### src/fetch_pkg.sv
package fetch_pkg;

  // byte address and program counter
  typedef logic [31:0] addr_t;

  // one 32-bit instruction word
  typedef logic [31:0] inst_t;

  // one read data beat from instruction memory
  typedef logic [63:0] beat_t;

  // performance counter value
  typedef logic [31:0] perf_cnt_t;

  // fetch perf tracking states
  typedef enum logic [1:0] {
    perf_none,
    perf_wait_mem,
    perf_wait_exu
  } perf_state_t;

  // first fetch address after reset
  localparam addr_t RESET_PC = 32'h8000_0000;

  // cycles from AR transfer to rvalid
  localparam int MEM_LATENCY = 3;

  // memory depth in 64-bit beats, 1 KiB total
  localparam int IMEM_BEATS = 128;

  localparam inst_t INST_EBREAK = 32'h0010_0073;

  localparam logic [6:0] OPC_JAL = 7'b110_1111;

endpackage

### src/ifu.sv
`timescale 1ns/1ps

module ifu import fetch_pkg::*; (
  input  logic  clk,
  input  logic  rstn,
  // next fetch address from the execute stand-in
  input  addr_t npc,
  input  logic  halt,
  // AR channel
  input  logic  arready,
  output addr_t araddr,
  output logic  arvalid,
  // R channel
  input  beat_t rdata,
  input  logic  rvalid,
  output logic  rready,
  // decoupled output to decode
  output addr_t pc,
  output inst_t inst,
  output logic  inst_valid,
  input  logic  inst_ready
);

  logic  rstn_q;
  logic  req_q;
  logic  ar_fire;
  logic  r_fire;
  inst_t inst_sel;
  inst_t inst_q;

  // R channel is passed straight through to the decoder handshake
  assign inst_valid = rvalid;
  assign rready     = inst_ready;
  assign r_fire     = rvalid & rready;

  // once halted nothing more goes out on AR
  assign arvalid = req_q & ~halt;
  assign ar_fire = arvalid & arready;

  // bit 2 picks the word inside the 64-bit beat
  assign inst_sel = araddr[2] ? rdata[63:32] : rdata[31:0];
  assign inst     = r_fire ? inst_sel : inst_q;

  // delayed reset, used to launch the first request
  always_ff @(posedge clk) begin
    rstn_q <= rstn;
  end

  always_ff @(posedge clk) begin
    if (!rstn) begin
      req_q  <= 1'b0;
      araddr <= RESET_PC;
      pc     <= RESET_PC;
    end else begin
      if (!rstn_q) begin
        // first cycle out of reset
        req_q <= 1'b1;
      end else if (ar_fire) begin
        req_q <= 1'b0;
        pc    <= araddr;
      end

      // handed downstream, go fetch npc
      if (r_fire) begin
        araddr <= npc;
        req_q  <= 1'b1;
      end
    end
  end

  // last accepted word, shown between fires
  always_ff @(posedge clk) begin
    if (r_fire) begin
      inst_q <= inst_sel;
    end
  end

endmodule

### config.mk
export PLATFORM = sky130hd
export DESIGN_NAME = ifu
export DESIGN_NICKNAME = d
export VERILOG_FILES = /design/src/fetch_pkg.sv /design/src/ifu.sv
export SDC_FILE = /design/constraint.sdc
export NUM_CORES = 1
export LEC_CHECK = 0
export ABC_AREA = 0
export ABC_CLOCK_PERIOD_IN_PS = 1500
export BUFFER_PORTS_ARGS = -buffer_cell sky130_fd_sc_hd__buf_4
export CAP_MARGIN = 40
export CORE_MARGIN = 2
export CORE_UTILIZATION = 40
export DETAILED_ROUTE_END_ITERATION = 6
export GPL_TIMING_DRIVEN = 0
export PLACE_DENSITY_LB_ADDON = 0.1
export SLEW_MARGIN = 10
export SYNTH_ARGS = -nofsm -noshare
export SYNTH_HDL_FRONTEND = slang
export SYNTH_SLANG_ARGS = --single-unit
export TNS_END_PERCENT = 20
### constraint.sdc
create_clock -name clk -period 1.5 [get_ports clk]
set_clock_uncertainty 0.1 [all_clocks]
set_input_delay 0.225 -clock clk [delete_from_list [all_inputs] [get_ports clk]]
set_output_delay 0.225 -clock clk [all_outputs]
set_load 0.01 [all_outputs]
### After elaboration in Yosys (flattened, before gate mapping)

Cells that the tools add are included.

| operators by class | value |
|---|---|
| equal/unequal tests | 1 |
| bitwise gates (word level) | 4 |
| reduce and logical (&&, ||, !) cells | 1 |
| mux-type cells | 5 |

Operators with widths:

| kind | number |
|---|---|
| $mux 32 | 2 |
| $and 1x1->1 | 3 |
| $mux 1 | 3 |
| $ne 3x1->1 const B | 1 |
| $reduce_and 2->1 | 1 |
| $not 1->1 | 1 |

| word-level totals | value |
|---|---|
| flip-flop bits (word level) | 98 |
| output and inout bits | 99 |
| bits of input ports | 102 |
| logic and storage cells | 16 |

### Depth between registers and ports, before layout

| depth | value |
|---|---|
| depth after elaboration | 6 |
| mapped depth | 5 |
| depth with buffers taken out | 3 |

### Worst setup path before layout

OpenSTA, ideal clock, no wires.

| timing path | value |
|---|---|
| path kind | register to output |
| from | register araddr[2] |
| to | output inst[10] |
| setup slack | 110 ps |
| data arrival time | 1065 ps |
| stages on the path, launching flop included | 5 |
| data required time | 1175 ps |
| path buffers | 2 |
| cells stage by stage | dfxtp_1 -> buf_6 -> buf_8 -> mux2i_1 -> o21ai_0 |

| between the ends | value |
|---|---|
| word-level cells in the longest chain between the ends | 2 |

RTL lines:

| what | RTL line | RTL |
|---|---|---|
| start: declaration | ifu.sv:11 | `output addr_t araddr,` |
| start signal: assignment | ifu.sv:65 | `araddr <= npc;` |
| $mux 32 | ifu.sv:41 | `assign inst_sel = araddr[2] ? rdata[63:32] : rdata[31:0];` |
| $mux 32 | - |  |
| end: declaration | ifu.sv:19 | `output inst_t inst,` |

No other way between the ends.

### Worst setup path after layout

| timing path | value |
|---|---|
| from | register araddr[2] |
| to | output inst[28] |

The elaborated chain is that of the path after synthesis.

==> flow_summary.yaml <==
global_routing:
  antenna_found_initial: 0
  grt_first_pass_wirelength_mm: 17.18
  use_met3: 0.04856
  grt_pass1_vias: 3599
  globalRouteMet2Util: 0.3806
  top_usage_layer: "met2"
  gr-usage-all-layers: 0.2088
  grt_overflow_total: 0
  gr-usage-met1: 0.2460
  grt_max_degree: 17
die:
  dieHeight_um: 102.3
  die_w_um: 102.3
  ios: 201
  start_util: 0.4159
  core-area_um2: 9284
  die-area_um2: 10460
  rows: 35
placed_design:
  gp_congestion: 0.8102
  portBuffers: 200
  post-dp-hpwl_mm: 8.409
final_layout:
  syn_to_final_growth_pct: 53.08
  final_util: 0.6367
  layout.nets: 751
  drive_above_1_share: 0.4419
  insertedDiodeCount: 0
status:
  violations: "negative setup slack"
  outcome: "complete, but fails checks"
synth:
  ys_top_cells_by_area: "dfxtp_1, nand2_1, mux2i_1"
  synthArstFlopShare: 0
  syn_area_um2: 3861
  avgSynthCellArea_um2: 9.000
  ys_seq_elements: 98
  yosysMostFrequentCell: "nand2_1"
  yosys_most_used_dff: "dfxtp_1"
  seq_area_frac_synth: 0.5081
  yosysWarnings: 0
  yosysTopAreaCellShare: 0.5081
  synth_top_area_cell: "dfxtp_1"
  synth_edf_count: 0
  synth_cell_types: 18
  syn-num-nets: 531
  synthTopCellsByCount: "nand2_1, dfxtp_1, mux2i_1, o21ai_0, nand3_1"
  syn_inst: 429
clock_network:
  path_clk_slew_ns: 0.10
  cts_buffers: 9
  max-clock-path-buffers: 2
  clk_latency_ns: 0.34
  ctsRootBufferMaster: "clkbuf_8"
  h-tree-depth: 3
  clock-sinks: 98
  cts_tree: "done"
sta:
  max_freq_mhz: 552.3
  slew_violations: 0
  period_needed_ns: 1.811
  setup-violations-final: 32
  post-route-period-util: 1.207
  fin_ws_ns: -0.3107
  grt_setup_unrepaired: "yes"
  tightest_slew_ns: 0.5016
  setup-tns-final_ns: -8.871
  relSlewSlack: 0.6656
  final-hold-violation-count: 0
setup_path:
  reg2reg_to: "pc[18]"
  rrSetupSlack_ns: 0.28
  r2r_cells: 4
  crit_path_end_kind: "output port"
  crit_top_cell: "buf_12"
  critPathMaxStageDelay_ns: 0.37
  crit_slowest_cell: "dfxtp_4"
  critPathKind: "reg2out"
  worst-path-buf-inv: 3
  worstReg2RegStart: "req_q"
  worstPathMaxFanout: 9
  crit_arrival_ns: 1.49
  crit_family: "buffers and inverters"
  start_kind: "flop"
  cp_cell_sequence: "buf_12 > buf_12 > mux2i_1 > o21ai_0 > buf_4"
  required_ns: 1.17
worst_hold_path:
  min_to: "araddr[4]"
  min_path_cells: 3
  worstHoldStart: "npc[4]"
  hp-class: "in2reg"
route:
  via_per_inst: 4.725
  num_vias: 3700
  wl_per_cell_um: 14.12
  ant_nets: 0
  drt_wl_total_mm: 11.06
  drc: 0
  drt-initial-drc-count: 100
  first_pass_iters: 4
job:
  cap_violations: 0
power_and_ir_drop:
  ir_drop_uv: 582.9
  finalPower_w: 0.005648
  p_per_area_nw_per_um2: 955.6
  leakage_nw: 2.622
==> where the power goes <==
part | leakage (nW) | internal (W) | switching (W)
sequential | 0.806 | 0.00277 | 0.0000659
clock | 0.0962 | 0.000827 | 0.000916
combinational | 1.72 | 0.000571 | 0.000498
total | 2.62 | 0.00417 | 0.00148
==> sequential cells by signal, summed over array words and instances, names as in the netlist <==
name    cells
araddr     32
pc         32
inst_q     32
rstn_q      1
req_q       1
==> worst min-delay path, cell delays in order <==
cell and delay [ns]:
buf_4 0.11, nand2_1 0.05, a21oi_1 0.05
==> per-layer routing <==
layer,wire length (µm),share of wire
met3,794,0.072
met1,4450,0.40
met4,113,0.010
met2,5697,0.52
met5,0,0
==> placed cells by master, fill, tap and decap left out, types with 2 or more instances in the layout <==
cell type and count:
mux2i_2 3, mux2i_1 30, nand2_1 128, clkbuf_1 6, clkbuf_8 10, buf_2 11, dlygate4sd3_1 4, inv_1 2
clkinvlp_4 2, a21oi_1 31, buf_12 5, o21ai_2 33, o21ai_1 28, o21ai_0 3, buf_4 204, buf_6 12
dfxtp_1 97, nand3_1 32
==> final cells by class <==
type                            count  area, µm²
Clock inverter                      5      62.56
Timing Repair Buffer              209       1637
Fill cell                         816       3373
Clock buffer                       11      141.4
Sequential cell                    98       1966
Buffer                             36      305.3
Inverter                            2      7.507
Tap cell                          129      161.4
Multi-Input combinational cell    293       1630
==> stage by stage <==
step           worst slack (ns)  hold slack [ns]  cell area (µm²)  cells
3_3_place_gp            -0.1722           0.2472             5524    758
2_1_floorplan            0.1099           0.1527             3861    429
5_1_grt                 -0.3874         0.005490             5911    783
3_5_place_dp            -0.1779           0.2478             5524    758
4_1_cts                 -0.3385        0.0002904             5848    781
6_report                -0.3107          0.01559             5911    783
==> worst max path at each step <==
stage / startpoint / to / slack (ns) / depth (start not counted)
2_1_floorplan: araddr[2] / inst[10] / 0.11 / 4
3_3_place_gp: rvalid / inst[19] / -0.17 / 7
3_5_place_dp: rvalid / inst[19] / -0.18 / 7
4_1_cts: araddr[2] / inst[29] / -0.34 / 5
5_1_grt: araddr[2] / inst[21] / -0.39 / 5
6_report: araddr[2] / inst[28] / -0.31 / 5
==> logic make-up (layout without fill, tap and decap cells) <==
| kind of cell | Yosys count | after routing | share of synthesized area |
|---|---|---|---|
| buffers and inverters | 38 | 263 | 0.07453 |
| flip-flops | 98 | 98 | 0.5081 |
| AO/OA/AOI/OAI | 96 | 96 | 0.1549 |
| multiplexers | 33 | 33 | 0.08555 |
| AND/OR/NAND/NOR | 164 | 164 | 0.1769 |
==> timing repair <==
item / in CTS / in global routing
cloned: 1 / 1
setup endpoints to repair: 32 / 48
hold endpoints to repair: 4 / 0
buffers inserted: 2 / 1
hold buffers: 4 / 0
gates resized for setup: 35 / 13
pin swaps: 1 / 2
(Power assumes the default switching activity.)
