## src/fetch_pkg.sv

```systemverilog
package fetch_pkg;

  // byte address and program counter
  typedef logic [31:0] addr_t;

  // one 32-bit instruction word
  typedef logic [31:0] inst_t;

  // one read data beat from instruction memory
  typedef logic [63:0] beat_t;

  // performance counter value
  typedef logic [31:0] perf_cnt_t;

  // fetch perf tracking states
  typedef enum logic [1:0] {
    perf_none,
    perf_wait_mem,
    perf_wait_exu
  } perf_state_t;

  // first fetch address after reset
  localparam addr_t RESET_PC = 32'h8000_0000;

  // cycles from AR transfer to rvalid
  localparam int MEM_LATENCY = 3;

  // memory depth in 64-bit beats, 1 KiB total
  localparam int IMEM_BEATS = 128;

  localparam inst_t INST_EBREAK = 32'h0010_0073;

  localparam logic [6:0] OPC_JAL = 7'b110_1111;

endpackage

```

## src/next_pc.sv

```systemverilog
`timescale 1ns/1ps

module next_pc import fetch_pkg::*; (
  input  logic  clk,
  input  logic  rstn,
  // instruction being handed downstream
  input  addr_t pc,
  input  inst_t inst,
  input  logic  inst_valid,
  input  logic  inst_ready,
  output addr_t npc,
  output logic  halt
);

  addr_t j_imm;
  logic  is_jal;
  logic  fire;

  assign fire   = inst_valid & inst_ready;
  assign is_jal = (inst[6:0] == OPC_JAL);

  // J-type immediate, bit 0 always zero
  assign j_imm = {
    {11{inst[31]}},
    inst[31],
    inst[19:12],
    inst[20],
    inst[30:21],
    1'b0
  };

  always_comb begin
    if (is_jal) begin
      npc = pc + j_imm;
    end else begin
      npc = pc + 32'd4;
    end
  end

  // sticky until the next reset
  always_ff @(posedge clk) begin
    if (!rstn) begin
      halt <= 1'b0;
    end else if (fire && inst == INST_EBREAK) begin
      halt <= 1'b1;
    end
  end

endmodule

```

## config.mk

```make
export PLATFORM = sky130hd
export DESIGN_NAME = next_pc
export DESIGN_NICKNAME = d
export VERILOG_FILES = /design/src/fetch_pkg.sv /design/src/next_pc.sv
export SDC_FILE = /design/constraint.sdc
export NUM_CORES = 1
export LEC_CHECK = 0
export ABC_AREA = 0
export BUFFER_PORTS_ARGS = -buffer_cell sky130_fd_sc_hd__buf_2
export CORE_ASPECT_RATIO = 0.5
export CORE_UTILIZATION = 35
export DETAILED_ROUTE_END_ITERATION = 10
export SYNTH_ARGS = -nofsm -noshare
export SYNTH_HDL_FRONTEND = slang
export SYNTH_SLANG_ARGS = --single-unit
```

## constraint.sdc

```tcl
create_clock -name clk -period 3.24 [get_ports clk]
set_input_delay 0.324 -clock clk [delete_from_list [all_inputs] [get_ports clk]]
set_output_delay 0.324 -clock clk [all_outputs]
set_load 0.1 [all_outputs]
```

# Word level (Yosys, flattened, before mapping)
# Cells that the tools add are included.
# totals
wordCells,8
reg_bits,1
out_inout_bits,33
# classes
bitwise_logic,1
addsub,2
n_eq_ne,2
n_mux,1
n_reduce_logical,1
# op_table
operator,count
adder 32 x 3 -> 32 bit (second input constant),1
adder 32 bit,1
== test 32 x 21 -> 1 bit (second input constant),1
two-way mux 32 bit,1
== test 7 bit (second input constant),1
AND 1 bit,1
logical AND 1 bit,1

# Logic depth before layout (Yosys ltp)
# Gate-level depths: netlist of run 1.
# depth
ltp_word,2
mapped_depth,12
ltp_nobuf,12

# Worst setup path after synthesis of run 1
# OpenSTA, ideal clock, no wires.
# synth_path
kind,input to output
from,in pc[1]
to,out npc[25]
n_path_buf,0
path_stages,11
slack_ps,-1408
t_arrival_ps,4324
required_time_ps,2916
path_cell_list,ha_1 > inv_1 > fa_1 > nor2b_2 > o2111ai_1 > a211oi_1 > o211ai_2 > o21bai_1 > o221ai_2 > xor2_1 > o21ai_0
# synth_between
elab_chain_cells,2
elab_cells_between_ends,3
# synth_lines
element,line_no,source
start: declaration,next_pc.sv:7,"input addr_t pc,"
adder 32 x 3 -> 32 bit / adder 32 bit (equally long branches),"next_pc.sv:36, next_pc.sv:34",
two-way mux 32 bit (*),next_pc.sv:33,if (is_jal) begin
end: declaration,next_pc.sv:11,"output addr_t npc,"
# Mark *: on every way between the ends. The rest lies on a longest branch, timed or not.

# Final worst setup path of run 1
# layout_path
from,in pc[8]
to,out npc[26]
# Same word-level chain as after synthesis.

==> metrics.md, run 1 <==
| Metric | Value |
|---|---|
| Post-synthesis simple-gate area fraction | `0.278` |
| Leakage | `1.78 nW` |
| Post-synthesis sequential area ratio | `0.00803` |
| Post-synthesis compound-gate area fraction | `0.326` |
| Die X | `121 um` |
| Routed len/inst | `13.5 um` |
| Ys flop type | `dfxtp_1` |
| Largest family of logic cells by synthesized area | `compound AO/OA/AOI/OAI gates` |
| Iteration-0 DRC count of the detailed router | `103` |
| Number of port buffers | `98` |
| Gr usage total | `0.201` |
| Vias per inst | `5.29` |
| Power per Cell Area | `209 mW/mm2` |
| Most common cell after layout, fill and taps aside | `buf_2` |
| Syn_nets | `478` |
| F_max | `319 MHz` |
| Final setup violating endpoints | `0` |
| DR vias | `3,083` |
| Syn avg cell area | `6.60 um2` |
| CP Launch Type | `input port` |
| Overflow after GRT | `0` |
| Post-Synth XOR/XNOR Area | `0.183` |
| Max Cap Viol | `0` |
| Min Tclk post-route | `3140 ps` |
| Die area | `0.00749 mm2` |
| Synth warn | `0` |
| Critical path required time | `2920 ps` |
| Max-slew violations | `0` |
| Final WL | `7900 um` |
| DRC | `0` |
| Yosys reg bits | `1` |
| Critical Path AT | `2810 ps` |
| Initial DRT Pass Iterations | `4` |
| IO Pins | `101` |
| Yosys cell types | `54` |
| Detail Placement HPWL | `6660 um` |
| Status | `complete, no violations` |
| Most frequent cells in the layout | `buf_2 (77), nand2_1 (60), ha_1 (29), buf_4 (29), xnor2_1 (28)` |
| Hold Buf Count CTS | `0` |
| Post-DRT Antenna Nets | `0` |
| RSZ-0062 raised after global routing | `true` |
| Adder-cell area share of the yosys netlist | `0.164` |
| Biggest registers after layout | `halt: 1 flops` |
| Area of the core | `0.00678 mm2` |
| Starting Density | `0.368` |
| Slowest cell on crit path | `a2111oi_2` |
| GP Congestion | `0.828` |
| Largest net degree at the start of global routing | `32` |
| First-pass GRT wire length | `12,200 um` |
| Vias in the first global route | `2,594` |
| Async set-or-reset flop fraction in the synthesized netlist | `0` |
| Share of layout cells above drive strength 1 | `0.356` |
| Diodes inserted | `0` |
| Clock skew | `0 ps` |
| Max FO, Critical Path | `5` |
| Relative slew slack | `0.669` |
| Multiplexer share of the synthesized area | `0.00401` |
| Largest stage delay, worst path | `420 ps` |
| Mapped Area | `0.00249 mm2` |
| Setup TNS | `0 ps` |
| Most flops, register | `halt` |
| Peak VDD IR | `0.0873 mV` |
| Latest clock arrival within the worst-skew pair | `0 ps` |
| Setup CP Type | `input port to output pin` |
| Final net count | `593` |
| Post-synth EDFFs | `0` |
| Die Height | `61.7 um` |
| CP cell instances | `buf_2, ha_1, nand3_1, inv_1, a31oi_1, o311ai_4, a2111oi_2, o31ai_2, a41oi_2, xor2_1, o21ai_4, buf_12` |
| Largest register FFs | `1` |
| Least-Margin Pin Slew | `499 ps` |
| Area grow syn2layout | `51.6%` |
| Final total power | `0.790 mW` |
| Worst hold path type | `flip-flop to flip-flop` |
| FP Rows | `21` |
| Initial antenna violation count | `0` |
| Cells after synthesis | `378` |
| Tcrit/Tclk final | `0.968` |
| Clk pin slew, worst setup/hold paths | `0 ps` |
| CP endpoint kind | `output pin` |
| Final Hold Viols | `0` |
[cell usage after synthesis (7+ instances only)]
cell type	number	area [um2]
ha_1	31	388
xor2_1	23	201
o21ai_0	35	175
nor3_1	9	45.0
nor4_1	7	43.8
xnor2_1	29	254
nand3_1	19	95.1
a21oi_1	33	165
nor2_1	20	75.1
clkbuf_1	11	41.3
inv_1	9	33.8
a21o_1	19	143
nand2_1	60	225
[cell families after synthesis]
| family | Yosys count |
|---|---|
| AOI/OAI and AO/OA | 124 |
| DFF | 1 |
| xor gates and xnor gates | 52 |
| adders and majority gates | 32 |
| buffers and inverters | 22 |
| muxes | 1 |
| and+or+nand+nor | 146 |
[where the power goes]
group	total, mW	internal (mW)	switching (mW)
Combinational	0.778	0.292	0.486
Sequential	0.0126	0.0126	0.000000000000578
Clock	0	0	0
Total	0.790	0.304	0.486
[timing repair]
item	in CTS	in global routing
gates resized for setup	1	20
setup endpoints to repair	3	8
endpoints found under the hold margin	0	0
pin swaps	1	10
setup buffers	0	2
[critical path: cells and delay by family]
kind / cells / cell delay, ps
buf+inv: 3 / 360
compound gates: 6 / 1350
simple gates: 1 / 150
xor+xnor: 1 / 250
fa+ha+maj: 1 / 380
[layout make-up]
class / count / area, um2
Timing Repair Buffer: 126 / 1000
Sequential cell: 1 / 20.0
Multi-Input combinational cell: 355 / 2610
Inverter: 9 / 33.8
Fill cell: 675 / 3000
Tap cell: 92 / 115
[path summary, 6_finish.rpt]
| kind | start | to | slack [ps] | cells after the start |
|---|---|---|---|---|
| worst max-delay path | pc[8] | npc[26] | 100 | 12 |
| worst min register to register | halt | halt | 460 | 1 |
| worst min-delay path | halt | halt | 460 | 1 |
| worst max register to register | halt | halt | 2660 | 1 |
[metal layers]
| layer | track usage | share of wire | vias up |
|---|---|---|---|
| met1 | 0.291 | 0.51 | 1407 |
| met4 | 0 | 0 | 0 |
| met2 | 0.360 | 0.45 | 58 |
| li1 | - | - | 1618 |
| met3 | 0.00185 | 0.031 | 0 |
| met5 | 0 | 0 | - |
[per-stage QoR]
stage                     cell area (um2)  worst slack [ps]  cells  utilization  hold slack, ps
after global placement               3670             -4.79    581        0.541             444
after CTS                            3670              21.4    581        0.542             457
after detailed placement             3670             -74.8    581        0.541             455
final                                3780               102    583        0.558             458
after global routing                 3780             -66.6    583        0.558             478
after floorplan                      2620              -583    378            -             442
Note: power is estimated with default switching activity, not from simulation.
==> inputs of run 2 (changes only) <==
--- a/config.mk
+++ b/config.mk
@@ -6,10 +6,11 @@
 export NUM_CORES = 1
 export LEC_CHECK = 0
 export ABC_AREA = 0
-export BUFFER_PORTS_ARGS = -buffer_cell sky130_fd_sc_hd__buf_2
 export CORE_ASPECT_RATIO = 0.5
-export CORE_UTILIZATION = 35
+export CORE_UTILIZATION = 59
 export DETAILED_ROUTE_END_ITERATION = 10
+export DONT_BUFFER_PORTS = 1
+export PLACE_DENSITY = 0.75
 export SYNTH_ARGS = -nofsm -noshare
 export SYNTH_HDL_FRONTEND = slang
 export SYNTH_SLANG_ARGS = --single-unit
==> metrics.md, run 2 (synthesis gave the netlist of run 1 again) <==
| Metric | Value |
|---|---|
| Fin cells | `458` |
| Clk pwr share | `0` |
| Die X | `93.9 um` |
| Clock skew | `0 ps` |
| Clk pin slew, worst setup/hold paths | `0 ps` |
| Routed len/inst | `16.8 um` |
| Number of port buffers | `0` |
| Area of the core | `0.00398 mm2` |
| GP Congestion | `0.939` |
| Final total power | `0.704 mW` |
| Min Tclk post-route | `3140 ps` |
| Final setup violating endpoints | `0` |
| Biggest registers after layout | `halt: 1 flops` |
| Critical Path AT | `2820 ps` |
| Part of the power in registers | `0.018` |
| Max-slew violations | `0` |
| Latest clock arrival within the worst-skew pair | `0 ps` |
| IO Pins | `101` |
| Gr usage total | `0.325` |
| DR WL met2 | `3700 um` |
| Int Pwr | `0.252 mW` |
| Worst hold path type | `input port to flip-flop` |
| Most common cell after layout, fill and taps aside | `nand2_1` |
| Leakage | `1.38 nW` |
| F_max | `318 MHz` |
| Area grow syn2layout | `27.1%` |
| Overflow after GRT | `0` |
| Post-DRT Antenna Nets | `0` |
| DR vias | `2,938` |
| Final Hold Viols | `0` |
| Status | `complete, no violations` |
| Slowest cell on crit path | `or3_1` |
| Critical path required time | `2920 ps` |
| Largest net degree at the start of global routing | `29` |
| Largest stage delay, worst path | `390 ps` |
| Starting Density | `0.626` |
| Final WL | `7700 um` |
| Most flops, register | `halt` |
| Vias in the first global route | `2,603` |
| Setup TNS | `0 ps` |
| Least-Margin Pin Slew | `1120 ps` |
| Worst reg2reg startpoint | `halt` |
| Power per Cell Area | `222 mW/mm2` |
| First-pass GRT wire length | `11,500 um` |
| Initial antenna violation count | `0` |
| Max Cap Viol | `0` |
| Switch Pwr | `0.452 mW` |
| Hold Buf Count CTS | `0` |
| Initial DRT Pass Iterations | `4` |
| Diodes inserted | `0` |
| CP startpoint | `pc[11]` |
| CP endpoint kind | `output pin` |
| Switching part of the total | `0.642` |
| Most frequent cells in the layout | `nand2_1 (60), ha_1 (31), a21oi_1 (28), xnor2_1 (28), buf_4 (28)` |
| Max Used Layer | `met4` |
| Wl on met1 | `3220 um` |
| Relative slew slack | `0.250` |
| Detail Placement HPWL | `6280 um` |
| Min-delay src | `rstn` |
| Vias per inst | `6.41` |
| Comb pwr share | `0.982` |
| Met3 routed WL | `561 um` |
| CP Launch Type | `input port` |
| Share of layout cells above drive strength 1 | `0.220` |
| Placed cell count | `455` |
| Iteration-0 DRC count of the detailed router | `125` |
| Peak VDD IR | `0.145 mV` |
| Die area | `0.00451 mm2` |
| Tcrit/Tclk final | `0.970` |
| Largest register FFs | `1` |
| Die Height | `48.0 um` |
| CP cell instances | `ha_1, a21o_1, a31oi_2, o2111ai_2, o211ai_2, o21ai_2, o2bb2ai_1, or3_1, a31oi_4, xnor2_4, buf_12` |
| Max FO, Critical Path | `7` |
| Final net count | `506` |
| FP Rows | `16` |
| DRC | `0` |
| Setup CP Type | `input port to output pin` |
| R2R setup slack | `2010 ps` |
-- run 2: worst max-delay path: cells and delay by family --
family	cells	cell delay (ps)
compound gates	7	1380
simple gates	1	390
fa+ha+maj	1	370
buf+inv	1	190
xor+xnor	1	150
-- run 2: through the flow --
step | hold slack (ps) | cell area [um2] | setup slack [ps] | utilization
final | 447 | 3170 | 97.1 | 0.796
after global routing | 461 | 3170 | -42.1 | 0.796
after CTS | 449 | 3090 | 54.2 | 0.777
after detailed placement | 449 | 3080 | -72.5 | 0.774
after global placement | 447 | 3080 | 19.3 | 0.774
after floorplan | 442 | 2620 | -583 | -
-- run 2: final timing paths --
path                            endpoint  depth (start not counted)
worst max register to register      halt                          1
worst min register to register      halt                          1
worst max-delay path             npc[31]                         11
worst min-delay path                halt                          1
-- run 2: per-layer routing --
| layer | vias up | GRT usage |
|---|---|---|
| met2 | 128 | 0.606 |
| met4 | 0 | 0.123 |
| met3 | 26 | 0.0365 |
| li1 | 1445 | - |
| met5 | - | 0 |
| met1 | 1339 | 0.404 |
-- run 2: timing repair --
item / CTS / global route
endpoints found under the setup margin: 1 / 6
setup buffers: 0 / 3
endpoints found under the hold margin: 0 / 0
resized for setup: 2 / 9
pin swaps: 0 / 5
-- run 2: layout make-up --
cell class / instances / area [um2]
fill: 306 / 813
timing repair buffer: 39 / 430
inverter: 9 / 33.8
multi-input combinational: 355 / 2620
tap: 54 / 67.6
sequential: 1 / 20.0
-- run 2: power groups by stage --
stage                     clock network [mW]  logic, mW  registers, mW
after floorplan                            0      0.533         0.0126
after global placement                     0      0.646         0.0126
after detailed placement                   0      0.662         0.0126
after CTS                                  0      0.667         0.0126
after global routing                       0      0.738         0.0126
final                                      0      0.691         0.0126
