### src/fetch_pkg.sv
package fetch_pkg;

  // byte address and program counter
  typedef logic [31:0] addr_t;

  // one 32-bit instruction word
  typedef logic [31:0] inst_t;

  // one read data beat from instruction memory
  typedef logic [63:0] beat_t;

  // performance counter value
  typedef logic [31:0] perf_cnt_t;

  // fetch perf tracking states
  typedef enum logic [1:0] {
    perf_none,
    perf_wait_mem,
    perf_wait_exu
  } perf_state_t;

  // first fetch address after reset
  localparam addr_t RESET_PC = 32'h8000_0000;

  // cycles from AR transfer to rvalid
  localparam int MEM_LATENCY = 3;

  // memory depth in 64-bit beats, 1 KiB total
  localparam int IMEM_BEATS = 128;

  localparam inst_t INST_EBREAK = 32'h0010_0073;

  localparam logic [6:0] OPC_JAL = 7'b110_1111;

endpackage

### src/fetch_perf.sv
`timescale 1ns/1ps

module fetch_perf import fetch_pkg::*; (
  input  logic      clk,
  input  logic      rstn,
  input  logic      arvalid,
  input  logic      arready,
  input  logic      inst_valid,
  input  logic      inst_ready,
  input  logic      halt,
  output perf_cnt_t fetch_cnt,
  output perf_cnt_t wait_mem_cnt,
  output perf_cnt_t wait_exu_cnt
);

  perf_state_t state;
  logic        ar_fire;
  logic        fire;

  assign ar_fire = arvalid & arready;
  assign fire    = inst_valid & inst_ready;

  always_ff @(posedge clk) begin
    if (!rstn) begin
      state        <= perf_none;
      fetch_cnt    <= '0;
      wait_mem_cnt <= '0;
      wait_exu_cnt <= '0;
    end else if (!halt) begin
      case (state)
        perf_wait_mem: begin
          // request issued, beat not yet taken
          wait_mem_cnt <= wait_mem_cnt + 1'b1;
          if (fire) begin
            state <= perf_wait_exu;
          end
        end
        perf_wait_exu: begin
          // waiting for the next address to go out
          wait_exu_cnt <= wait_exu_cnt + 1'b1;
          if (ar_fire) begin
            fetch_cnt <= fetch_cnt + 1'b1;
            state     <= perf_wait_mem;
          end
        end
        default: begin
          if (ar_fire) begin
            fetch_cnt <= fetch_cnt + 1'b1;
            state     <= perf_wait_mem;
          end
        end
      endcase
    end
  end

endmodule

### config.mk
export PLATFORM = sky130hd
export DESIGN_NAME = fetch_perf
export DESIGN_NICKNAME = d
export VERILOG_FILES = /design/src/fetch_pkg.sv /design/src/fetch_perf.sv
export SDC_FILE = /design/constraint.sdc
export NUM_CORES = 1
export LEC_CHECK = 0
export BUFFER_PORTS_ARGS = -buffer_cell sky130_fd_sc_hd__buf_4
export CAP_MARGIN = 20
export CORE_MARGIN = 2
export CORE_UTILIZATION = 45
export DETAILED_ROUTE_END_ITERATION = 10
export PLACE_DENSITY = 0.71
export SYNTH_ARGS = -nofsm -noshare
export SYNTH_HDL_FRONTEND = slang
export SYNTH_SLANG_ARGS = --single-unit
### constraint.sdc
create_clock -name clk -period 3.3 [get_ports clk]
set_input_delay 0.66 -clock clk [delete_from_list [all_inputs] [get_ports clk]]
set_output_delay 0.66 -clock clk [all_outputs]
set_load 0.02 [all_outputs]
# --- Word level (Yosys, flattened, before mapping) ---
# Index checks and enable logic that the tools add are counted.
totals:
  regBits: 98
  inputBits: 7
  elab_cells: 22
  out_inout_bits: 96
classes:
  n_reduce_logical: 5
  bitwise: 4
  eq_ne: 3
  add_sub_neg: 3
  mux: 3
op_table:
  columns: ["op", "count"]
  rows:
  - ["32-bit by 1-bit adder with 32-bit output (second input constant)", 3]
  - ["2-bit two-way mux", 3]
  - ["3-bit AND reduction", 2]
  - ["2-bit AND reduction", 2]
  - ["1-bit bitwise AND", 2]
  - ["2-bit by 1-bit equality test with 1-bit output (second input constant)", 1]
  - ["2-bit equality test (second input constant)", 1]
  - ["2-bit != test (second input constant)", 1]
  - ["1-bit NOT", 2]
  - ["2-bit nonzero test", 1]

# --- Longest topological paths before layout ---
# Gate-level depths: netlist of run 1.
logic_depth:
  ltp_word: 3
  ltp_mapped: 7
  ltp_nobuf: 6

# --- Least setup slack after synthesis of run 1 ---
# Ideal clock, no wire load.
synth_path:
  path_type: "in2reg"
  from: "input port halt"
  to: "register wait_mem_cnt[19]"
  required_time_ns: 3.172
  n_path_buf: 1
  setup_slack_ns: 1.315
  path_stages: 6
  arrival_ns: 1.858
  setup_time_ns: 0.128
  cell_sequence: "or3b_4 -> nor4_2 -> buf_2 -> nand4_1 -> xnor2_1 -> nor2_1"
synth_via:
  elab_chain_cells: 2
synth_lines:
  columns: ["item", "line", "source"]
  rows:
  - ["start: declaration", "fetch_perf.sv:10", "input logic halt,"]
  - ["1-bit NOT (no source line)", null, null]
  - ["2-bit AND reduction (no source line)", null, null]
  - ["end signal: assignment", "fetch_perf.sv:33", "wait_mem_cnt <= wait_mem_cnt + 1'b1;"]
  - ["end: declaration", "fetch_perf.sv:12", "output perf_cnt_t wait_mem_cnt,"]
# Every way passes these cells.
# A chain may end at the register's enable or synchronous reset.

# --- Final worst setup path of run 1 ---
layout_path:
  from: "register wait_exu_cnt[7]"
  to: "register wait_exu_cnt[25]"
layout_via:
  elab_chain_cells: 1
layout_lines:
  columns: ["item", "line", "source"]
  rows:
  - ["start: declaration", "fetch_perf.sv:13", "output perf_cnt_t wait_exu_cnt"]
  - ["start signal: assignment", "fetch_perf.sv:40", "wait_exu_cnt <= wait_exu_cnt + 1'b1;"]
  - ["32-bit by 1-bit adder with 32-bit output", "fetch_perf.sv:40", null]
# Every way passes these cells.

==> summary.md, run 1 <==
| Metric | Value |
|---|---|
| Post-synth EDFFs | 0 |
| Initial core utilization | a little under half |
| Max-slew violations | 0 |
| Initial antenna violation count | 0 |
| Area leader, netlist | dfxtp_1 |
| Commonest cells post-synth | dfxtp_1, nor2_1, xor2_1 |
| All-Layer GR Usage | between 15 and 20% |
| CTS Hold Bufs | 0 |
| # port buffers | just over 100 |
| Inserted Diodes | 0 |
| Critical Path End Type | flip-flop |
| Setup_tns | 0 ns |
| I/O Pins | 103 |
| Post-synthesis sequential area ratio | 44.8% |
| Worst-path maximum fanout | 17 |
| Post-Synthesis Cells | slightly above 500 |
| Layout cells sized above 1 | 21.9% |
| CTS HTree Levels | 3 |
| Yosys top cell area share | approximately 45% |
| Area Overhead vs Synth | 25.0% |
| Pwr Total | 1990 uW |
| HP Class | reg -> reg |
| Residual DRC | 0 |
| PD cells | ~360 nW/um2 |
| Die Area | around 11,000 um2 |
| Final hold viol count | 0 |
| Worst-margin pin slew | slightly below 1 ns |
| # setup viols final | 0 |
| Critical path arrival | 2.31 ns |
| Primary FF master, synth | dfxtp_1 |
| Root Driver | clkbuf_8 |
| Placed cell count | approximately 720 |
| Async SR Flop Fraction | 0% |
| CTS Buf Count | 9 |
| Most frequent cell after synthesis | dfxtp_1 |
| Post-CTS Setup Bufs | 0 |
| Yosys warns | 0 |
| Vias | ~3,800 |
| Maximum resistive drop on vdd | 0.215 mV |
| Worst Skew | around 0.012 ns |
| Max Buffers Root-to-Sink | 2 |
| Slew margin rel. | around a third |
| Worst hold margin | between 0.4 and 0.5 ns |
| First-pass GRT wire length | roughly 16 mm |
| Via density | roughly 5.2 |
| Leakage power | ~0.0021 uW |
| Startpoint types | flip-flop |
| Placed Area | 5280 um2 |
| CP cell instances | nand4_1, nor3_2, nand4b_1, xor2_1, nor2_1 |
| Congestion Overflow GR | 0 |
| DIE WIDTH | approximately 100 um |
| Netlist cell types | 39 |
| Post_cts resized | 0 |
| CTS Sinks | 98 |
| Critical-path top delay cell | nor3_2 |
| Final net count | 616 |
| Antenna Violating Nets Remaining | 0 |
| Synthesized area | 4380 um2 |
| RSZ-0062 raised after global routing | false |
| Dpl hpwl | 7.34 mm |
| Syn nets | roughly 500 |
| Max Cap Violations | 0 |
| Initial drt markers | roughly 140 |
| Syn avg cell area | 8.68 um2 |
| Crit path buffers/inverters | 0 |
| Row count | 35 |
| Status | complete, no violations |
| Drt wl/cell | around 14 um |
| Gpl congestion | between 0.7 and 0.8 |
| Clk_lat worst skew | approximately 0.36 ns |
| CTS tree | done |
| Post-route cell area | between 5000 and 6000 um2 |
| #FFs+latches synth | between 90 and 100 |
| CP Class | reg -> reg |
| Pre-antenna DRT Iters | 4 |
| Number of fill cells | around 880 |
| Vias in the first global route | between 3,000 and 4,000 |
| Die Ht | between 100 and 150 um |
| Largest delay share family, worst path | simple AND/OR/NAND/NOR gates |
| Critical Path RT | 3.53 ns |
| Pin count of the biggest net entering global routing | just under 60 |
| Tmin final | slightly above 2 ns |
| Period Utilization, post-route | between 60% and 70% |
| Synth top area cells | dfxtp_1, xor2_1, nor2_1, nand4_1, nand3_1 |
| Largest stage delay, worst path | between 0.8 and 0.9 ns |
| CORE AREA | around 9300 um2 |
| Detailed Route WL | between 10 and 15 mm |
| Clk slew on worst S/H paths | 0.10 ns |
| Fin cells | 740 |
| Fmax | between 400 and 500 MHz |
-- state kept, by name, summed over array words and instances, names as in the netlist --
name          count
state             2
fetch_cnt        32
wait_mem_cnt     32
wait_exu_cnt     32
-- cell type report --
cell class | instances | area (um2) | area share, %
timing repair buffer | 105 | 801 | 14.6
multi-input combinational | 384 | 2330 | 42.5
inverter | 8 | 30.0 | 0.549
clock inverter | 4 | 52.6 | 0.961
clock buffer | 12 | 135 | 2.47
sequential | 98 | 1960 | 35.9
tap | 129 | 161 | 2.95
-- per-stage QoR --
stage          setup slack [ns]  utilization [%]
2_1_floorplan              1.31                -
3_3_place_gp              0.999             56.6
3_5_place_dp              0.920             56.6
4_1_cts                    1.21             58.6
5_1_grt                   0.936             58.6
6_report                   1.22             58.6
-- worst reg2reg max path, cell delays in order, from the launching register on --
cell	delay, ns
dfxtp_1	0.43
nand4_1	0.21
nor3_2	0.85
nand4b_1	0.21
xor2_1	0.19
nor2_1	0.06
-- logic make-up (layout without fill, tap and decap cells) --
logic type | Yosys count | count (layout) | share of synthesized area [%]
and+or+nand+nor | 271 | 271 | 32.6
AOI/OAI and AO/OA | 28 | 28 | 3.26
adders and majority gates | 3 | 3 | 0.858
buffers and inverters | 22 | 129 | 2.00
DFF | 98 | 98 | 44.8
xor gates and xnor gates | 80 | 80 | 16.0
muxes | 2 | 2 | 0.458
-- power breakdown --
group / internal, uW / switching [uW]
combinational: 14.8 / 30.6
clock: 352 / 404
sequential: 1180 / 3.07
total: 1550 / 438
-- cell usage in the layout, fill, tap and decap left out, types with 7 or more instances in the layout --
cell	count
buf_4	104
dfxtp_1	98
nor2_1	94
xor2_1	63
nand4_1	42
nand2_1	37
nand3_1	33
xnor2_1	17
and3_1	15
a21oi_1	14
o21ai_0	12
or3_1	10
clkbuf_8	9
inv_1	7
-- worst paths after layout --
kind / start / endpoint / slack (ns) / cells past startpoint
hold reg to reg: wait_mem_cnt[31] / wait_mem_cnt[31] / 0.49 / 2
setup reg to reg: wait_exu_cnt[7] / wait_exu_cnt[25] / 1.22 / 5
hold / removal: wait_mem_cnt[31] / wait_mem_cnt[31] / 0.49 / 2
setup / recovery: wait_exu_cnt[7] / wait_exu_cnt[25] / 1.22 / 5
-- layer usage --
metal / track usage (%) / share of wire, % / up-vias
met2: 30.8 / 46 / 90
li1: - / - / 1934
met3: 4.54 / 6.4 / 10
met4: 5.95 / 1.0 / 0
met5: 0 / 0 / -
met1: 26.1 / 47 / 1792
(Power assumes the default switching activity.)
==> inputs of run 2 (changes only) <==
clock period = 1.92 ns   (was 3.3 ns; I/O delays follow)
==> run 2 against run 1 <==
Against the previous run: clock skew down 0.0036 ns; global-route usage increased by 1.0 points; sequential share of layout area shrank 1.9 points; non-clock buffer count increased by 36; combinational power rose by 88%; utilization is 3.4 points higher; largest cell class unchanged; flip-flop and latch count stayed put; via count is 5.8% higher; clock power rose by 87%; final area up 5.9%.
==> summary.md, run 2 (synthesized netlist as in run 1, its figures left out) <==
| Metric | Value |
|---|---|
| # setup viols final | 0 |
| Critical path arrival | 2.11 ns |
| Root Driver | clkbuf_8 |
| Clk_lat worst skew | 0.36 ns |
| CTS tree | done |
| CORE AREA | between 9000 and 10,000 um2 |
| Status | complete, no violations |
| Area Overhead vs Synth | 32.3% |
| Most frequent cells in the layout | buf_4, dfxtp_1, nor2_1 |
| DIE WIDTH | 103 um |
| Antenna Violating Nets Remaining | 0 |
| Fmax | around 550 MHz |
| Pre-antenna DRT Iters | 4 |
| Pre-CTS WS | -0.0310 ns |
| Row count | 35 |
| Vias in the first global route | 3,724 |
| Largest registers | fetch_cnt (32), wait_exu_cnt (32), wait_mem_cnt (32) |
| Worst hold margin | roughly 0.30 ns |
| Drt wl/cell | 13.5 um |
| Leakage power | approximately 0.0024 uW |
| Clk slew on worst S/H paths | around 0.09 ns |
| Max Buffers Root-to-Sink | 2 |
| Max-slew violations | 0 |
| # port buffers | ~100 |
| Maximum resistive drop on vdd | 0.426 mV |
| First-pass GRT wire length | 17.3 mm |
| CTS HTree Levels | 3 |
| Dpl hpwl | around 7.6 mm |
| Most common cell after layout, fill and taps aside | buf_4 |
| Post-route cell area | a little under 6000 um2 |
| I/O Pins | slightly above 100 |
| Placed Area | about 5500 um2 |
| Worst Skew | 0.00862 ns |
| CTS Hold Bufs | 0 |
| Max Cap Violations | 0 |
| Initial drt markers | between 100 and 150 |
| PD cells | around 610 nW/um2 |
| Vias | between 4,000 and 5,000 |
| All-Layer GR Usage | between 20% and 30% |
| Die Ht | around 100 um |
| CTS Sinks | 98 |
| Final WS setup | ~0.10 ns |
| Placed cell count | 756 |
| Die Area | about 11,000 um2 |
| Final core utilization | around 62% |
| Fin cells | approximately 780 |
| Inserted Diodes | 0 |
| Slew margin rel. | between 60% and 70% |
| CP Class | reg -> reg |
| Period Utilization, post-route | 94.6% |
| Tmin final | between 1.5 and 2 ns |
| Layout cells sized above 1 | 27.2% |
| Initial core utilization | approximately 47% |
| Congestion Overflow GR | 0 |
| Final net count | around 650 |
| CTS Buf Count | 9 |
| Worst-margin pin slew | approximately 0.47 ns |
| Final hold viol count | 0 |
| Initial antenna violation count | 0 |
| Residual DRC | 0 |
| Worst-path maximum fanout | 6 |
| Gpl congestion | between 0.8 and 0.9 |
| Critical Path RT | between 2 and 2.5 ns |
| Critical Path End Type | flip-flop |
| Detailed Route WL | ~10 mm |
| HP Class | in -> reg |
| Via density | around 5.2 |
| Startpoint types | flip-flop |
| Pin count of the biggest net entering global routing | 40 |
## run 2: cell type report
type / instances / area, um2
clock inverters: 5 / 62.6
flip-flops and latches: 98 / 1970
well taps: 129 / 161
inverters: 8 / 30.0
clock buffers: 11 / 151
repair buffers: 141 / 1080
fillers: 833 / 3540
multi-input cells: 384 / 2330
## run 2: what timing repair did
action	CTS	global route
setup buffers	0	4
gates resized for setup	0	4
setup endpoints to repair	0	11
## run 2: per-layer routing
metal	vias to the layer above	GRT usage [%]	wire [um]
li1	2001	-	-
met1	1919	27.0	4790
met2	113	32.8	4790
met3	15	4.41	683
met4	0	7.38	203
met5	-	0	0
## run 2: worst paths after layout
kind / startpoint / end / slack [ns] / cells after the start
min: rstn / wait_mem_cnt[2] / 0.30 / 2
max: wait_mem_cnt[18] / wait_mem_cnt[28] / 0.10 / 5
min reg2reg: fetch_cnt[31] / fetch_cnt[31] / 0.50 / 2
max reg2reg: wait_mem_cnt[18] / wait_mem_cnt[28] / 0.10 / 5
## run 2: worst max-delay path, cell delays in order (launching register included)
cell	delay, ns
dfxtp_2	0.38
nand4_1	0.19
nor4_4	0.37
nand4_1	0.29
or3_1	0.38
a21oi_1	0.14
## run 2: where the power goes
group / internal [uW] / switching (uW) / leakage, uW
clock: 679 / 734 / 0.000102
sequential: 2030 / 5.31 / 0.000791
combinational: 30.8 / 54.7 / 0.00146
## run 2: through the flow
step	setup TNS, ns	power, uW
2_1_floorplan	0	2130
3_3_place_gp	0	2170
3_5_place_dp	-0.0564	2170
4_1_cts	0	3570
5_1_grt	-0.0424	3660
6_report	0	3540
==> inputs of run 3 (changes only) <==
--- a/constraint.sdc
+++ b/constraint.sdc
@@ -3,2 +3,2 @@
 set_output_delay 0.384 -clock clk [all_outputs]
-set_load 0.02 [all_outputs]
+set_load 0.1 [all_outputs]
==> run 3 against run 2 <==
Against the previous run: total power decreased by 1.8%; critical path depth is the same; clock skew grew 0.0012 ns; sequential share of layout area is 2.8 points higher; setup slack better by 0.029 ns; utilization grew 0.91 points; count of clock-buffer cells in the layout up 5; combinational power grew 18%; final area rose by 1.5%; non-clock buffer count is 14 lower; maximum frequency increased by 1.6%; largest power group unchanged; highest routed layer unchanged.
==> summary.md, run 3 (synthesized netlist as in run 1, its figures left out) <==
| Metric | Value |
|---|---|
| RSZ-0062 raised after global routing | true |
| Antenna Violating Nets Remaining | 0 |
| Max Buffers Root-to-Sink | 2 |
| Drt wl/cell | ~14 um |
| Critical Path RT | around 2.2 ns |
| Initial drt markers | between 150 and 200 |
| Dpl hpwl | roughly 7.5 mm |
| Max Cap Violations | 0 |
| Pre-antenna DRT Iters | 4 |
| Detailed Route WL | 10.4 mm |
| Status | complete, no violations |
| Worst hold margin | slightly below 0.3 ns |
| Via density | between 5 and 6 |
| Fmax | roughly 560 MHz |
| Worst-path maximum fanout | 7 |
| Initial core utilization | between 40% and 50% |
| CORE AREA | 9330 um2 |
| Vias in the first global route | approximately 3,700 |
| CTS Sinks | 98 |
| First-pass GRT wire length | 17.3 mm |
| Period Utilization, post-route | 93.1% |
| DIE WIDTH | about 100 um |
| # setup viols final | 0 |
| Clk slew on worst S/H paths | roughly 0.090 ns |
| CP Class | reg -> reg |
| Maximum resistive drop on vdd | between 0.2 and 0.3 mV |
| Die Ht | between 100 and 150 um |
| Critical path arrival | between 2 and 2.5 ns |
| Gpl congestion | 0.881 |
| CTS Hold Bufs | 0 |
| Most common cell after layout, fill and taps aside | buf_4 |
| Root Driver | clkbuf_8 |
| # port buffers | between 100 and 150 |
| Pin count of the biggest net entering global routing | 70 |
| Inserted Diodes | 0 |
| Die Area | approximately 11,000 um2 |
| Worst Skew | between 0.009 and 0.01 ns |
| Residual DRC | 0 |
| Area Overhead vs Synth | 34.3% |
| Slew margin rel. | 65.4% |
| Row count | 35 |
| Congestion Overflow GR | 0 |
| Initial antenna violation count | 0 |
| Final net count | around 640 |
| Setup_tns | 0 ns |
| Critical Path End Type | flip-flop |
| All-Layer GR Usage | ~20% |
| Worst-margin pin slew | 0.514 ns |
| Layout cells sized above 1 | a little under two fifths |
| Leakage power | ~0.0024 uW |
| Most frequent cells in the layout | buf_4, nor2_1, xor2_1 |
| Startpoint types | flip-flop |
| CTS tree | done |
| PD cells | ~600 nW/um2 |
| Final hold viol count | 0 |
| Largest registers | fetch_cnt (32), wait_exu_cnt (32), wait_mem_cnt (32) |
| I/O Pins | 103 |
| Clk_lat worst skew | approximately 0.36 ns |
| HP Class | in -> reg |
| CTS HTree Levels | 3 |
| Number of fill cells | 807 |
| CTS Buf Count | 9 |
| Tmin final | 1.79 ns |
| Max-slew violations | 0 |
| Vias | ~4,000 |
[run 3: critical path: stages (launching register included)]
cell and delay (ns):
dfxtp_1 0.37, or3b_4 0.45, nor2_2 0.14, nand4_1 0.13, or4_1 0.48, a21oi_1 0.15
[run 3: cell type report]
class                   instances  area, um2  share of cell area [%]
clock buffers                  16        213                    3.62
inverters                       8       30.0                   0.511
multi-input cells             384       2350                    39.9
flip-flops and latches         98       2160                    36.7
well taps                     129        161                    2.75
repair buffers                127        966                    16.4
[run 3: through the flow]
step                util (%)  instances  power (uW)  setup slack, ns  area, um2
floorplan                  -        504        2100         0.000904       4590
global placement        60.5        744        2140           0.0385       5640
detailed placement      60.5        744        2140          -0.0263       5640
CTS                     62.8        761        3510           0.0594       5860
global route            63.0        762        3610          -0.0143       5870
finish                  63.0        762        3470            0.133       5870
[run 3: what timing repair did]
action / 4_1_cts / 5_1_grt
pin swaps: 1 / 3
setup endpoints to repair: 1 / 6
setup buffers: 1 / 1
gates resized for setup: 0 / 1
[run 3: layer usage]
| metal | share of wire, % | wire [um] | GRT usage [%] |
|---|---|---|---|
| met5 | 0 | 0 | 0 |
| met4 | 1.6 | 166 | 6.26 |
| met3 | 5.6 | 576 | 5.02 |
| met2 | 48 | 5010 | 34.3 |
| met1 | 44 | 4610 | 25.5 |
[run 3: worst paths after layout]
path               startpoint          endpoint  slack [ns]  depth (start not counted)
max                  state[1]  wait_mem_cnt[29]        0.13                          5
min                      rstn   wait_mem_cnt[2]        0.29                          2
max reg2reg          state[1]  wait_mem_cnt[29]        0.13                          5
min reg2reg  wait_mem_cnt[31]  wait_mem_cnt[31]        0.48                          2
[run 3: where the power goes]
part           internal (uW)  total [uW]  switching [uW]
Combinational           29.8         101            70.8
Clock                    704        1390             681
Sequential              1980        1990            5.14
Total                   2720        3470             757
